==> src/design/xgmii_rx_pkg.sv <==
// shared by all rx blocks; lane-0 start only, CRC constants are for the reflected IEEE 802.3 CRC-32
package xgmii_rx_pkg;

    // ----------------------------------------
    // widths
    // ----------------------------------------

    // one xgmii or stream data word
    typedef logic [63:0] xgmii_data_t;

    // xgmii control lanes, also the tkeep mask
    typedef logic [7:0] xgmii_ctrl_t;

    // crc register value
    typedef logic [31:0] crc_t;

    // byte lane index within a word
    typedef logic [2:0] lane_t;

    // frame counters, wrap on overflow
    typedef logic [31:0] frame_cnt_t;

    // ----------------------------------------
    // framer states
    // ----------------------------------------

    typedef enum logic [1:0] {
        // waiting for a start word
        RX_IDLE  = 2'd0,
        // first data word, nothing emitted yet
        RX_FIRST = 2'd1,
        // a word is held and the frame goes on
        RX_DATA  = 2'd2,
        // extra tail beat, terminate in lanes 5 to 7
        RX_FIN   = 2'd3
    } rx_state_t;

    // ----------------------------------------
    // xgmii characters
    // ----------------------------------------

    localparam logic [7:0] XGMII_START    = 8'hFB;
    localparam logic [7:0] XGMII_TERM     = 8'hFD;
    localparam logic [7:0] XGMII_IDLE     = 8'h07;
    localparam logic [7:0] XGMII_PREAMBLE = 8'h55;
    localparam logic [7:0] XGMII_SFD      = 8'hD5;

    // ----------------------------------------
    // crc-32
    // ----------------------------------------

    // reflected 802.3 polynomial
    localparam crc_t CRC_POLY_REFL = 32'hEDB88320;
    localparam crc_t CRC_PRESET    = 32'hFFFFFFFF;
    // register value after payload plus a correct fcs
    localparam crc_t CRC_RESIDUE   = 32'hDEBB20E3;

    // ----------------------------------------
    // sizes
    // ----------------------------------------

    localparam int BYTES_PER_WORD = 8;
    localparam int FCS_BYTES      = 4;

endpackage

==> src/design/xgmii_ctrl_decode.sv <==
// purely combinational; only a lane-0 start word is recognized, idles above a terminate are not checked
module xgmii_ctrl_decode (
    input  xgmii_rx_pkg::xgmii_data_t xgmii_d_i,
    input  xgmii_rx_pkg::xgmii_ctrl_t xgmii_c_i,
    output logic                      start_o,
    output logic                      data_o,
    output logic                      term_o,
    output xgmii_rx_pkg::lane_t       term_lane_o,
    output logic                      ctrl_err_o
);
    import xgmii_rx_pkg::*;

    // full start word, byte 0 first on the wire
    localparam xgmii_data_t START_WORD = {XGMII_SFD, {6{XGMII_PREAMBLE}}, XGMII_START};

    lane_t       first_lane;
    xgmii_ctrl_t upper_mask;
    logic [7:0]  lane_char;
    logic        any_ctrl;
    logic        upper_ok;

    // ----------------------------------------
    // lowest control lane
    // ----------------------------------------

    // scan downwards so the lowest set bit wins
    always_comb begin
        first_lane = '0;
        for (int i = BYTES_PER_WORD - 1; i >= 0; i--) begin
            if (xgmii_c_i[i]) begin
                first_lane = lane_t'(i);
            end
        end
    end

    // every lane from the first control lane up must be control
    assign upper_mask = xgmii_ctrl_t'(8'hFF << first_lane);
    assign upper_ok   = (xgmii_c_i == upper_mask);
    assign any_ctrl   = |xgmii_c_i;

    // character sitting in that lane
    assign lane_char = xgmii_d_i[{first_lane, 3'b000} +: 8];

    // ----------------------------------------
    // word classes
    // ----------------------------------------

    assign data_o  = ~any_ctrl;
    assign start_o = (xgmii_c_i == 8'h01) && (xgmii_d_i == START_WORD);

    assign term_o      = any_ctrl && upper_ok && (lane_char == XGMII_TERM);
    assign term_lane_o = first_lane;

    // idle words also land here; the framer ignores it outside a frame
    assign ctrl_err_o = any_ctrl && ~term_o;

endmodule

==> src/design/crc32_d64.sv <==
// combinational, one full byte chain per lane; long path when all 8 bytes are folded in one cycle
module crc32_d64 (
    input  xgmii_rx_pkg::crc_t        crc_i,
    input  xgmii_rx_pkg::xgmii_data_t data_i,
    input  logic [3:0]                nbytes_i,
    output xgmii_rx_pkg::crc_t        crc_o
);
    import xgmii_rx_pkg::*;

    // ----------------------------------------
    // byte-serial reflected update
    // ----------------------------------------

    // bytes go in from lane 0 upwards, each one lsb first
    always_comb begin
        crc_t crc_v;
        crc_v = crc_i;
        for (int b = 0; b < BYTES_PER_WORD; b++) begin
            // lanes at and above the count are skipped
            if (4'(b) < nbytes_i) begin
                for (int k = 0; k < 8; k++) begin
                    if (crc_v[0] ^ data_i[8*b + k]) begin
                        crc_v = (crc_v >> 1) ^ CRC_POLY_REFL;
                    end else begin
                        crc_v = crc_v >> 1;
                    end
                end
            end
        end
        crc_o = crc_v;
    end

endmodule

==> src/design/xgmii_rx_framer.sv <==
// lane-0 start only; frames need two full data words, no back-pressure, a start inside a frame aborts it
module xgmii_rx_framer (
    input  logic                      clk,
    input  logic                      inv_aresetn,
    input  xgmii_rx_pkg::xgmii_data_t xgmii_d_i,
    input  logic                      start_i,
    input  logic                      data_i,
    input  logic                      term_i,
    input  logic                      ctrl_err_i,
    input  xgmii_rx_pkg::lane_t       term_lane_i,
    input  xgmii_rx_pkg::crc_t        crc_next_i,
    output xgmii_rx_pkg::crc_t        crc_o,
    output logic [3:0]                crc_nbytes_o,
    output logic                      beat_valid_o,
    output logic                      beat_last_o,
    output logic                      beat_good_o,
    output xgmii_rx_pkg::xgmii_data_t beat_data_o,
    output xgmii_rx_pkg::xgmii_ctrl_t beat_keep_o
);
    import xgmii_rx_pkg::*;

    rx_state_t   state_q;
    crc_t        crc_q;
    xgmii_data_t held_q;

    // tail beat for a terminate in lanes 5 to 7
    xgmii_data_t tail_data_q;
    xgmii_ctrl_t tail_keep_q;
    logic        tail_good_q;

    logic        beat_valid_q;
    logic        beat_last_q;
    logic        beat_good_q;
    xgmii_data_t beat_data_q;
    xgmii_ctrl_t beat_keep_q;

    logic [3:0]  lane_n;
    logic        in_frame;
    logic        frame_ok;

    // mask of the low n bytes, n from 0 to 8
    function automatic xgmii_ctrl_t keep_low(input logic [3:0] n);
        return xgmii_ctrl_t'(8'hFF >> (4'(BYTES_PER_WORD) - n));
    endfunction

    // ----------------------------------------
    // crc feed
    // ----------------------------------------

    assign lane_n   = {1'b0, term_lane_i};
    assign in_frame = (state_q == RX_FIRST) || (state_q == RX_DATA);

    // the fcs goes through the crc too, so a terminate feeds all k bytes before it
    always_comb begin
        crc_nbytes_o = 4'd0;
        if (in_frame) begin
            if (data_i) begin
                crc_nbytes_o = 4'(BYTES_PER_WORD);
            end else if (term_i) begin
                crc_nbytes_o = lane_n;
            end
        end
    end

    assign crc_o = crc_q;

    // residue check plus a well formed terminate
    assign frame_ok = term_i && (crc_next_i == CRC_RESIDUE);

    // ----------------------------------------
    // state machine and beat builder
    // ----------------------------------------

    always_ff @(posedge clk) begin
        if (inv_aresetn) begin
            state_q      <= RX_IDLE;
            crc_q        <= CRC_PRESET;
            beat_valid_q <= 1'b0;
        end else begin
            beat_valid_q <= 1'b0;
            beat_last_q  <= 1'b0;
            beat_good_q  <= 1'b0;

            case (state_q)
                RX_IDLE: begin
                    crc_q <= CRC_PRESET;
                    if (start_i) begin
                        state_q <= RX_FIRST;
                    end
                end

                RX_FIRST: begin
                    if (data_i) begin
                        held_q  <= xgmii_d_i;
                        crc_q   <= crc_next_i;
                        state_q <= RX_DATA;
                    end else begin
                        // too short, nothing held yet so nothing to flush
                        crc_q   <= CRC_PRESET;
                        state_q <= start_i ? RX_FIRST : RX_IDLE;
                    end
                end

                RX_DATA: begin
                    if (data_i) begin
                        beat_valid_q <= 1'b1;
                        beat_data_q  <= held_q;
                        beat_keep_q  <= '1;
                        held_q       <= xgmii_d_i;
                        crc_q        <= crc_next_i;
                    end else if (term_i) begin
                        beat_valid_q <= 1'b1;
                        beat_data_q  <= held_q;
                        if (term_lane_i <= lane_t'(FCS_BYTES)) begin
                            // fcs starts inside the held word, it is the last beat
                            beat_keep_q <= keep_low(lane_n + 4'(FCS_BYTES));
                            beat_last_q <= 1'b1;
                            beat_good_q <= frame_ok;
                            state_q     <= RX_IDLE;
                        end else begin
                            // payload spills into the terminate word
                            beat_keep_q <= '1;
                            tail_data_q <= xgmii_d_i;
                            tail_keep_q <= keep_low(lane_n - 4'(FCS_BYTES));
                            tail_good_q <= frame_ok;
                            state_q     <= RX_FIN;
                        end
                    end else if (start_i || ctrl_err_i) begin
                        // flush what we have and mark it bad
                        beat_valid_q <= 1'b1;
                        beat_data_q  <= held_q;
                        beat_keep_q  <= '1;
                        beat_last_q  <= 1'b1;
                        beat_good_q  <= 1'b0;
                        state_q      <= RX_IDLE;
                    end
                end

                RX_FIN: begin
                    beat_valid_q <= 1'b1;
                    beat_data_q  <= tail_data_q;
                    beat_keep_q  <= tail_keep_q;
                    beat_last_q  <= 1'b1;
                    beat_good_q  <= tail_good_q;
                    crc_q        <= CRC_PRESET;
                    // a start right after the terminate word is still caught
                    state_q      <= start_i ? RX_FIRST : RX_IDLE;
                end

                default: begin
                    state_q <= RX_IDLE;
                end
            endcase
        end
    end

    assign beat_valid_o = beat_valid_q;
    assign beat_last_o  = beat_last_q;
    assign beat_good_o  = beat_good_q;
    assign beat_data_o  = beat_data_q;
    assign beat_keep_o  = beat_keep_q;

endmodule

==> src/design/axis_rx_output.sv <==
// registered stream outputs without tready; counters wrap and are updated with the last beat
module axis_rx_output (
    input  logic                      clk,
    input  logic                      inv_aresetn,
    input  logic                      beat_valid_i,
    input  logic                      beat_last_i,
    input  logic                      beat_good_i,
    input  xgmii_rx_pkg::xgmii_data_t beat_data_i,
    input  xgmii_rx_pkg::xgmii_ctrl_t beat_keep_i,
    output xgmii_rx_pkg::xgmii_data_t m_axis_tdata_o,
    output xgmii_rx_pkg::xgmii_ctrl_t m_axis_tkeep_o,
    output logic                      m_axis_tvalid_o,
    output logic                      m_axis_tlast_o,
    output logic                      m_axis_tuser_o,
    output xgmii_rx_pkg::frame_cnt_t  good_frames_o,
    output xgmii_rx_pkg::frame_cnt_t  bad_frames_o
);
    import xgmii_rx_pkg::*;

    frame_cnt_t good_q;
    frame_cnt_t bad_q;
    logic       frame_end;

    assign frame_end = beat_valid_i && beat_last_i;

    // ----------------------------------------
    // stream register
    // ----------------------------------------

    always_ff @(posedge clk) begin
        if (inv_aresetn) begin
            m_axis_tvalid_o <= 1'b0;
        end else begin
            m_axis_tvalid_o <= beat_valid_i;
            m_axis_tdata_o  <= beat_data_i;
            m_axis_tkeep_o  <= beat_keep_i;
            m_axis_tlast_o  <= beat_last_i;
            // verdict from the framer, raised only with a last beat
            m_axis_tuser_o  <= beat_good_i;
        end
    end

    // ----------------------------------------
    // frame counters
    // ----------------------------------------

    always_ff @(posedge clk) begin
        if (inv_aresetn) begin
            good_q <= '0;
            bad_q  <= '0;
        end else if (frame_end) begin
            if (beat_good_i) begin
                good_q <= good_q + 1'b1;
            end else begin
                bad_q <= bad_q + 1'b1;
            end
        end
    end

    assign good_frames_o = good_q;
    assign bad_frames_o  = bad_q;

endmodule

==> src/design/xgmii2axis_rx.sv <==
// xgmii rx to axi-stream, single clock, lane-0 start only, no back-pressure on the stream
module xgmii2axis_rx (
    input  logic                      clk,
    input  logic                      inv_aresetn,
    input  xgmii_rx_pkg::xgmii_data_t xgmii_d_i,
    input  xgmii_rx_pkg::xgmii_ctrl_t xgmii_c_i,
    output xgmii_rx_pkg::xgmii_data_t m_axis_tdata_o,
    output xgmii_rx_pkg::xgmii_ctrl_t m_axis_tkeep_o,
    output logic                      m_axis_tvalid_o,
    output logic                      m_axis_tlast_o,
    output logic                      m_axis_tuser_o,
    output xgmii_rx_pkg::frame_cnt_t  good_frames_o,
    output xgmii_rx_pkg::frame_cnt_t  bad_frames_o
);
    import xgmii_rx_pkg::*;

    // decoder flags for the current word
    logic        start;
    logic        data_word;
    logic        term;
    logic        ctrl_err;
    lane_t       term_lane;

    // crc loop between framer and crc unit
    crc_t        crc_cur;
    crc_t        crc_next;
    logic [3:0]  crc_nbytes;

    // framer to output stage
    logic        beat_valid;
    logic        beat_last;
    logic        beat_good;
    xgmii_data_t beat_data;
    xgmii_ctrl_t beat_keep;

    xgmii_ctrl_decode u_decode (
        .xgmii_d_i   (xgmii_d_i),
        .xgmii_c_i   (xgmii_c_i),
        .start_o     (start),
        .data_o      (data_word),
        .term_o      (term),
        .term_lane_o (term_lane),
        .ctrl_err_o  (ctrl_err)
    );

    crc32_d64 u_crc (
        .crc_i    (crc_cur),
        .data_i   (xgmii_d_i),
        .nbytes_i (crc_nbytes),
        .crc_o    (crc_next)
    );

    xgmii_rx_framer u_framer (
        .clk          (clk),
        .inv_aresetn  (inv_aresetn),
        .xgmii_d_i    (xgmii_d_i),
        .start_i      (start),
        .data_i       (data_word),
        .term_i       (term),
        .ctrl_err_i   (ctrl_err),
        .term_lane_i  (term_lane),
        .crc_next_i   (crc_next),
        .crc_o        (crc_cur),
        .crc_nbytes_o (crc_nbytes),
        .beat_valid_o (beat_valid),
        .beat_last_o  (beat_last),
        .beat_good_o  (beat_good),
        .beat_data_o  (beat_data),
        .beat_keep_o  (beat_keep)
    );

    axis_rx_output u_output (
        .clk             (clk),
        .inv_aresetn     (inv_aresetn),
        .beat_valid_i    (beat_valid),
        .beat_last_i     (beat_last),
        .beat_good_i     (beat_good),
        .beat_data_i     (beat_data),
        .beat_keep_i     (beat_keep),
        .m_axis_tdata_o  (m_axis_tdata_o),
        .m_axis_tkeep_o  (m_axis_tkeep_o),
        .m_axis_tvalid_o (m_axis_tvalid_o),
        .m_axis_tlast_o  (m_axis_tlast_o),
        .m_axis_tuser_o  (m_axis_tuser_o),
        .good_frames_o   (good_frames_o),
        .bad_frames_o    (bad_frames_o)
    );

endmodule

==> config.mk <==
export PLATFORM = sky130hd
export DESIGN_NAME = xgmii2axis_rx
export DESIGN_NICKNAME = d
export VERILOG_FILES = /design/src/design/xgmii_rx_pkg.sv /design/src/design/xgmii_ctrl_decode.sv /design/src/design/crc32_d64.sv /design/src/design/xgmii_rx_framer.sv /design/src/design/axis_rx_output.sv /design/src/design/xgmii2axis_rx.sv
export SDC_FILE = /design/constraint.sdc
export NUM_CORES = 1
export LEC_CHECK = 0
export BUFFER_PORTS_ARGS = -buffer_cell sky130_fd_sc_hd__buf_2
export CAP_MARGIN = 20
export CORE_MARGIN = 4
export CORE_UTILIZATION = 35
export CTS_CLUSTER_SIZE = 30
export DETAILED_ROUTE_END_ITERATION = 10
export GPL_ROUTABILITY_DRIVEN = 0
export GPL_TIMING_DRIVEN = 0
export PLACE_DENSITY = 0.6
export SETUP_SLACK_MARGIN = 0.5
export SYNTH_ARGS = -nofsm -noshare
export SYNTH_HDL_FRONTEND = slang
export SYNTH_HIERARCHICAL = 1
export SYNTH_SLANG_ARGS = --single-unit
==> constraint.sdc <==
create_clock -name clk -period 15.2 [get_ports clk]
set_input_delay 3.04 -clock clk [delete_from_list [all_inputs] [get_ports clk]]
set_output_delay 3.04 -clock clk [all_outputs]
set_load 0.1 [all_outputs]
==> run summary, run 1 <==
==========================================================================================
Cell at the root of the clock tree .......................................... sky130_fd_sc_hd__clkbuf_16
Worst setup path class ...................................................... input pin to flop
Worst hold-check path type .................................................. flop to flop
Detailed-route vias per instance ............................................         5.37
Vertical extent of the die ..................................................       288 µm
Distinct cell type count after synthesis ....................................          122
Clock edge transition at the registers on the reported setup and hold paths .      0.07 ns
Site row count ..............................................................          102
Clock network latency to the later pin of the worst-skew pair ...............      0.61 ns
Sequential share of the synthesized area ....................................        38.6%
Data arrival time of the critical path ......................................     14.80 ns
Core Area ...................................................................   77,500 µm²
Time the final worst path needs with I/O delays and setup ...................     14.39 ns
Final clock period utilization by the worst path ............................        94.7%
Largest buffer count on any clock path ......................................            3
Most used flip-flop cell after synthesis .................................... sky130_fd_sc_hd__edfxtp_1
Crit-path leading delay family .............................................. XOR/XNOR gates
TritonCTS clock tree ........................................................          yes
Power Density ...............................................................  84.8 nW/µm²
Fill cell instance count of the final layout ................................        7,475
Total I/O pin count .........................................................          213
Average detailed-routed wire length per instance ............................      21.6 µm
Sequential Power Share ......................................................        40.3%
Nature of the critical path endpoint ........................................         flop
Total area of multi-input combinational cells ...............................   17,000 µm²
Post-route standard cell area excluding fillers .............................   33,000 µm²
Drt total wl ................................................................    86,300 µm
Number of buffers inserted by hold repair at cts ............................            0
Slowest CP cell ............................................................. sky130_fd_sc_hd__or4_1
Sum of overflow across all layers after global routing ......................            0
Required time of the critical path ..........................................     15.61 ns
H-tree Lvls .................................................................            2
Final hold violations .......................................................            0
Post-synthesis average cell area ............................................     10.6 µm²
Storage cell area ...........................................................   10,600 µm²
Post-Syn Area ...............................................................   27,400 µm²
Leading cell type in the layout, fill and taps excluded ..................... sky130_fd_sc_hd__edfxtp_1
Number of endpoints failing setup at the final stage ........................            0
Switching power as a share of total power ...................................        27.7%
Number of enable-type register cells in the synthesized netlist .............          285
GRT Overall Usage ...........................................................        20.2%
Number of nets produced by synthesis ........................................        2,658
Starting density of the core ................................................        35.3%
Layout area overhead ........................................................        20.4%
Pin count of the biggest net entering global routing ........................           40
Worst path max stage delay ..................................................      0.53 ns
Max Transition Viols Final ..................................................            0
First-pass GRT wire length ..................................................   129,000 µm
Status ...................................................................... finished clean
Power Internal ..............................................................      2.02 mW
Area post-placement .........................................................   29,900 µm²
Net load switching power ....................................................     0.775 mW
Clock sink total ............................................................          385
Vias in the first global route ..............................................       20,400
Async S/R FF share, synth ...................................................           0%
Portion of total power attributed to combinational logic ....................        20.1%
Count of unresolved DRC violations after routing ............................            0
Startpoint kind of the worst setup timing path ..............................    input pin
#FFs+latches synth ..........................................................          385
Final worst-path setup slack ................................................     0.811 ns
Number of port buffers ......................................................          212
Most frequent cells in the layout ........................................... sky130_fd_sc_hd__edfxtp_1 (285), sky130_fd_sc_hd__xnor2_1 (276), sky130_fd_sc_hd__buf_2 (231), sky130_fd_sc_hd__nor2_1 (206), sky130_fd_sc_hd__nand2_1 (174)
Number of cells on the worst hold path ......................................            0
Die area ....................................................................   82,800 µm²
Share of cells above drive strength 1 .......................................        23.4%
DRC violation total after the first TritonRoute iteration ...................        1,604
Normalized max-slew margin ..................................................        26.6%
Crit Path Max Fanout ........................................................            7
Yosys warning total .........................................................            6
Pre-CTS setup slack .........................................................     -1.94 ns
Leakage power ...............................................................      12.3 nW
Vias after detailed routing .................................................       21,400
CTS buffer count ............................................................           46
Highest attainable clock frequency ..........................................     69.5 MHz
Number of instances in the synthesized netlist ..............................        2,573
Die Span X ..................................................................       288 µm
Detailed-router iteration count before antenna repair .......................            5
Worst reg-to-reg path cell count ............................................           39
Worst Path Buf+Inv ..........................................................            7
Final setup skew ............................................................    0.0226 ns
Antenna violations before repair ............................................            3
Max-Cap Viols ...............................................................            0
Most common cell on crit path ............................................... sky130_fd_sc_hd__buf_4
Part of the total power dissipated in the clock network .....................        39.5%
Final ANT Viol Nets .........................................................            0
Maximum resistive drop on vdd ...............................................  0.0000841 V
Detailed placement HPWL .....................................................    65,800 µm
Worst path depth ............................................................           44
Nets ........................................................................        2,993
Slew at the pin with the worst max-slew slack ...............................      1.10 ns
Setup repair after global routing missed its margin .........................        false
==========================================================================================
registers in the layout, indices dropped and copies added, names as in the netlist:
| register | flops |
|---|---|
| u_framer/beat_data_o | 64 |
| u_framer/held_q | 64 |
| u_framer/tail_data_q | 64 |
| u_output/m_axis_tdata_o | 64 |
| u_framer/crc_o | 32 |
| u_output/bad_frames_o | 32 |
| u_output/good_frames_o | 32 |
| u_framer/beat_keep_o | 8 |
| u_framer/tail_keep_q | 8 |
| u_output/m_axis_tkeep_o | 8 |
| u_framer/state_q | 2 |
| u_framer/beat_good_o | 1 |
| u_framer/beat_last_o | 1 |
| u_framer/beat_valid_o | 1 |
| u_framer/tail_good_q | 1 |
| u_output/m_axis_tlast_o | 1 |
| u_output/m_axis_tuser_o | 1 |
| u_output/m_axis_tvalid_o | 1 |
cell families after synthesis:
| logic type | after synthesis | synth area share [%] |
|---|---|---|
| adder cells (fa/ha/maj) | 11 | 0.503 |
| AO/OA/AOI/OAI | 500 | 12.4 |
| buffers and inverters | 178 | 2.79 |
| AND/OR/NAND/NOR | 782 | 15.3 |
| flip-flops | 385 | 38.6 |
| multiplexers | 160 | 6.44 |
| XOR/XNOR | 557 | 24.0 |
what timing repair did:
action / CTS / global route
gates cloned: 0 / 0
resized for setup: 70 / 102
hold endpoints to repair: 0 / 0
pin swaps: 20 / 36
buffers inserted: 30 / 38
endpoints found under the setup margin: 25 / 2
final timing paths:
| path | slack [ns] | to | startpoint |
|---|---|---|---|
| worst min-delay path | 0.39 | u_output/m_axis_tdata_o[46] | u_framer/beat_data_o[46] |
| worst max register to register | 3.78 | u_framer/beat_good_o | u_framer/state_q[0] |
| worst min register to register | 0.39 | u_output/m_axis_tdata_o[46] | u_framer/beat_data_o[46] |
| worst max-delay path | 0.81 | u_framer/beat_good_o | xgmii_c_i[5] |
routing by layer:
| metal | track usage [%] | routed length [µm] | vias up |
|---|---|---|---|
| li1 | - | - | 10100 |
| met1 | 27.5 | 37500 | 10400 |
| met2 | 32.9 | 39800 | 756 |
| met3 | 3.76 | 6280 | 154 |
| met4 | 5.66 | 2610 | 2 |
| met5 | 0 | 13 | - |
final cells by class:
cell class	instances	area share (%)
clock buffers	62	3.89
clock inverters	22	0.725
flip-flops and latches	385	32.0
repair buffers	287	5.40
plain buffers	138	1.97
multi-input cells	2010	51.6
inverters	40	0.463
diodes	2	0.0152
well taps	1040	3.95
power groups by stage:
stage          combinational, mW  sequential [mW]  clock [mW]
3_3_place_gp               0.508             1.15           0
6_report                   0.563             1.13        1.10
5_1_grt                    0.596             1.13        1.18
2_1_floorplan              0.378             1.17           0
4_1_cts                    0.533             1.13        1.14
3_5_place_dp               0.512             1.15           0
metrics by stage:
stage	hold WS, ns	power (mW)	util, %	instances	setup TNS, ns
after detailed placement	0.405	1.66	38.6	3832	-17.18
after floorplan	0.400	1.55	-	2573	0
after global placement	0.402	1.66	38.4	3825	-15.08
after CTS	0.401	2.80	41.5	3946	0
after global routing	0.406	2.91	42.5	3984	0
final	0.395	2.79	42.6	3986	0
synth_stat cells, types with 12 or more instances:
library cell / number / share of area [%]
sky130_fd_sc_hd__nand3_1: 55 / 1.0
sky130_fd_sc_hd__a21oi_1: 175 / 3.2
sky130_fd_sc_hd__nor2_1: 214 / 2.9
sky130_fd_sc_hd__o31ai_1: 29 / 0.80
sky130_fd_sc_hd__and4_1: 17 / 0.54
sky130_fd_sc_hd__nor2b_1: 12 / 0.27
sky130_fd_sc_hd__o21ai_0: 75 / 1.4
sky130_fd_sc_hd__nand4_1: 49 / 1.1
sky130_fd_sc_hd__buf_1: 16 / 0.22
sky130_fd_sc_hd__mux2_1: 30 / 1.2
sky130_fd_sc_hd__nand2_1: 174 / 2.4
sky130_fd_sc_hd__xnor2_1: 299 / 9.6
sky130_fd_sc_hd__nor3_1: 34 / 0.62
sky130_fd_sc_hd__xor3_1: 17 / 1.5
sky130_fd_sc_hd__o211ai_1: 23 / 0.63
sky130_fd_sc_hd__a21o_1: 12 / 0.33
sky130_fd_sc_hd__buf_2: 26 / 0.48
sky130_fd_sc_hd__nor3b_1: 12 / 0.33
sky130_fd_sc_hd__inv_1: 37 / 0.51
sky130_fd_sc_hd__xnor2_4: 14 / 1.4
sky130_fd_sc_hd__dfxtp_1: 100 / 7.3
sky130_fd_sc_hd__a31oi_1: 12 / 0.27
sky130_fd_sc_hd__xor2_1: 131 / 4.2
sky130_fd_sc_hd__xnor2_2: 21 / 1.2
sky130_fd_sc_hd__or3_1: 31 / 0.71
sky130_fd_sc_hd__nor4_1: 25 / 0.57
sky130_fd_sc_hd__and2_1: 24 / 0.55
sky130_fd_sc_hd__o21a_1: 13 / 0.36
sky130_fd_sc_hd__or4_1: 32 / 0.88
sky130_fd_sc_hd__o21ai_1: 21 / 0.38
sky130_fd_sc_hd__mux2i_1: 69 / 2.5
sky130_fd_sc_hd__and3_1: 20 / 0.46
sky130_fd_sc_hd__edfxtp_1: 285 / 31
sky130_fd_sc_hd__xnor3_1: 59 / 4.9
sky130_fd_sc_hd__mux2_2: 53 / 2.2
sky130_fd_sc_hd__nand2b_1: 15 / 0.34
sky130_fd_sc_hd__a211oi_1: 35 / 0.96
sky130_fd_sc_hd__clkbuf_1: 84 / 1.2
Power figures use the tool's default switching activity.
==> inputs of run 2 (changes only) <==
--- a/config.mk
+++ b/config.mk
@@ -9,10 +9,10 @@
 export CAP_MARGIN = 20
 export CORE_MARGIN = 4
-export CORE_UTILIZATION = 35
+export CORE_UTILIZATION = 55
 export CTS_CLUSTER_SIZE = 30
 export DETAILED_ROUTE_END_ITERATION = 10
 export GPL_ROUTABILITY_DRIVEN = 0
 export GPL_TIMING_DRIVEN = 0
-export PLACE_DENSITY = 0.6
+export PLACE_DENSITY = 0.83
 export SETUP_SLACK_MARGIN = 0.5
 export SYNTH_ARGS = -nofsm -noshare
==> constraint.sdc (replaced) <==
create_clock -name clk -period 15.2 [get_ports clk]
set_input_delay 3.04 -clock clk [delete_from_list [all_inputs] [get_ports clk]]
set_output_delay 3.04 -clock clk [all_outputs]
set_load 0.01 [all_outputs]
==> run 2 against run 1 <==
First-iteration DRC count up 87%. Setup slack lost 0.20 ns. Register-to-register slack got worse by 0.16 ns. Worst hold slack gained 0.021 ns. Final cell count decreased by 9.7%. Combinational power is 3.9% lower. Via count up 7.5%. Largest power group unchanged.
==> run summary, run 2 (synthesis results as in run 1) <==
==========================================================================================
Clock edge transition at the registers on the reported setup and hold paths .      0.06 ns
Startpoint kind of the worst setup timing path ..............................    input pin
Site row count ..............................................................           81
Most frequent cells in the layout ........................................... sky130_fd_sc_hd__xnor2_1 (285), sky130_fd_sc_hd__edfxtp_1 (285), sky130_fd_sc_hd__buf_2 (234), sky130_fd_sc_hd__nor2_1 (206), sky130_fd_sc_hd__nand2_1 (174)
Highest signal layer in the routed design ...................................         met5
Final hold violations .......................................................            0
Number of port buffers ......................................................          212
Nets ........................................................................        2,984
Number of buffers inserted by hold repair at cts ............................            0
Min-Delay Startpoint ........................................................ u_framer/beat_data_o[51]
Length of routed met3 wiring ................................................      9500 µm
Setup repair after global routing missed its margin .........................        false
Count of unresolved DRC violations after routing ............................            0
DRC violation total after the first TritonRoute iteration ...................        2,996
Total I/O pin count .........................................................          213
Drt total wl ................................................................    82,400 µm
Crit Path Max Fanout ........................................................           10
Met1 routed wirelength after detailed routing ...............................    30,500 µm
Clock network latency to the later pin of the worst-skew pair ...............      0.60 ns
Nature of the critical path endpoint ........................................         flop
First-pass GRT wire length ..................................................   123,000 µm
Final setup TNS .............................................................         0 ns
Worst setup path class ...................................................... input pin to flop
Share of cells above drive strength 1 .......................................        22.2%
Maximum resistive drop on vdd ...............................................  0.0000879 V
Number of endpoints failing setup at the final stage ........................            0
Layout area overhead ........................................................        16.8%
Largest buffer count on any clock path ......................................            3
Hold Crit Endpoint .......................................................... u_output/m_axis_tdata_o[51]
Status ...................................................................... finished clean
Time the final worst path needs with I/O delays and setup ...................     14.59 ns
Normalized max-slew margin ..................................................        33.1%
Worst reg-to-reg path cell count ............................................           39
Worst path max stage delay ..................................................      0.55 ns
Cell at the root of the clock tree .......................................... sky130_fd_sc_hd__clkbuf_16
Detailed-route vias per instance ............................................         6.40
Power Density ...............................................................  83.9 nW/µm²
Starting density of the core ................................................        55.8%
Required time of the critical path ..........................................     15.60 ns
CTS buffer count ............................................................           42
GRT Overall Usage ...........................................................        29.0%
Pin count of the biggest net entering global routing ........................           49
Worst R2R Start ............................................................. u_framer/state_q[0]
Number of cells on the worst hold path ......................................            0
Final ANT Viol Nets .........................................................            0
Highest attainable clock frequency ..........................................     68.5 MHz
Worst r2r dst ............................................................... u_framer/beat_good_o
Die Span X ..................................................................       231 µm
Vertical extent of the die ..................................................       231 µm
Worst hold-check path type .................................................. flop to flop
Final clock period utilization by the worst path ............................        96.0%
Detailed-router iteration count before antenna repair .......................            7
Detailed placement HPWL .....................................................    60,500 µm
Average detailed-routed wire length per instance ............................      22.9 µm
Sum of overflow across all layers after global routing ......................            0
Sum of met2 wire segment lengths after detailed routing .....................    37,100 µm
Slew at the pin with the worst max-slew slack ...............................      1.00 ns
Total power draw ............................................................      2.68 mW
TritonCTS clock tree ........................................................          yes
H-tree Lvls .................................................................            2
Leakage power ...............................................................      12.1 nW
Final setup skew ............................................................    0.0293 ns
Data arrival time of the critical path ......................................     14.99 ns
Die area ....................................................................   53,400 µm²
Antenna violations before repair ............................................            4
Max-Cap Viols ...............................................................            0
Clock sink total ............................................................          385
Register-to-register path setup slack .......................................      3.62 ns
Vias after detailed routing .................................................       23,000
Slowest CP cell ............................................................. sky130_fd_sc_hd__or4_1
Vias in the first global route ..............................................       21,800
Max Transition Viols Final ..................................................            0
Core Area ...................................................................   49,100 µm²
==========================================================================================
-- run 2: timing repair --
| action | 4_1_cts | 5_1_grt |
|---|---|---|
| setup endpoints to repair | 20 | 2 |
| buffers inserted | 19 | 44 |
| pin swaps | 14 | 28 |
| resized for setup | 42 | 82 |
-- run 2: worst max path at each step --
stage                        startpoint                    to  slack [ns]
after CTS                  xgmii_c_i[6]  u_framer/beat_good_o        0.52
final                     xgmii_d_i[48]  u_framer/beat_good_o        0.61
after floorplan            xgmii_c_i[6]  u_framer/beat_good_o        1.43
after global placement    xgmii_d_i[58]  u_framer/beat_good_o       -1.22
after global routing       xgmii_c_i[1]  u_framer/beat_good_o        0.42
after detailed placement  xgmii_d_i[58]  u_framer/beat_good_o       -1.69
-- run 2: layout make-up --
class                   instances  area (µm²)
repair buffers                282        1680
inverters                      40         153
flip-flops and latches        385       10600
multi-input cells            2010       16700
clock buffers                  55        1160
plain buffers                 138         639
diodes                          3        7.51
clock inverters                21         219
well taps                     664         831
fillers                      3688       17100
-- run 2: where the power goes --
group          internal, mW  leakage [nW]  switching (mW)  total [mW]
sequential             1.13          3.44         0.00120        1.13
clock                 0.579         0.678           0.437        1.02
combinational         0.254          7.99           0.287       0.541
-- run 2: worst max-delay path, delay by kind of cell --
family | cells | cell delay (ns)
xor gates and xnor gates | 8 | 2.85
buffers and inverters | 9 | 1.87
muxes | 1 | 0.22
and+or+nand+nor | 17 | 4.18
AOI/OAI and AO/OA | 10 | 2.80
-- run 2: metrics by stage --
stage               hold WS, ns  utilization [%]  setup WS (ns)  cells  area (µm²)
finish                    0.415             65.2          0.607   3598       32000
global route              0.422             65.2          0.420   3595       32000
CTS                       0.416             63.6          0.522   3550       31200
detailed placement        0.405             60.0          -1.69   3455       29400
global placement          0.403             59.7          -1.22   3449       29300
floorplan                 0.400                -           1.43   2573       27400
-- run 2: metal layers --
layer | GRT usage (%) | up-vias
met1 | 37.5 | 10900
met5 | 0 | -
met4 | 13.8 | 4
li1 | - | 10000
met2 | 46.6 | 1640
met3 | 6.50 | 424
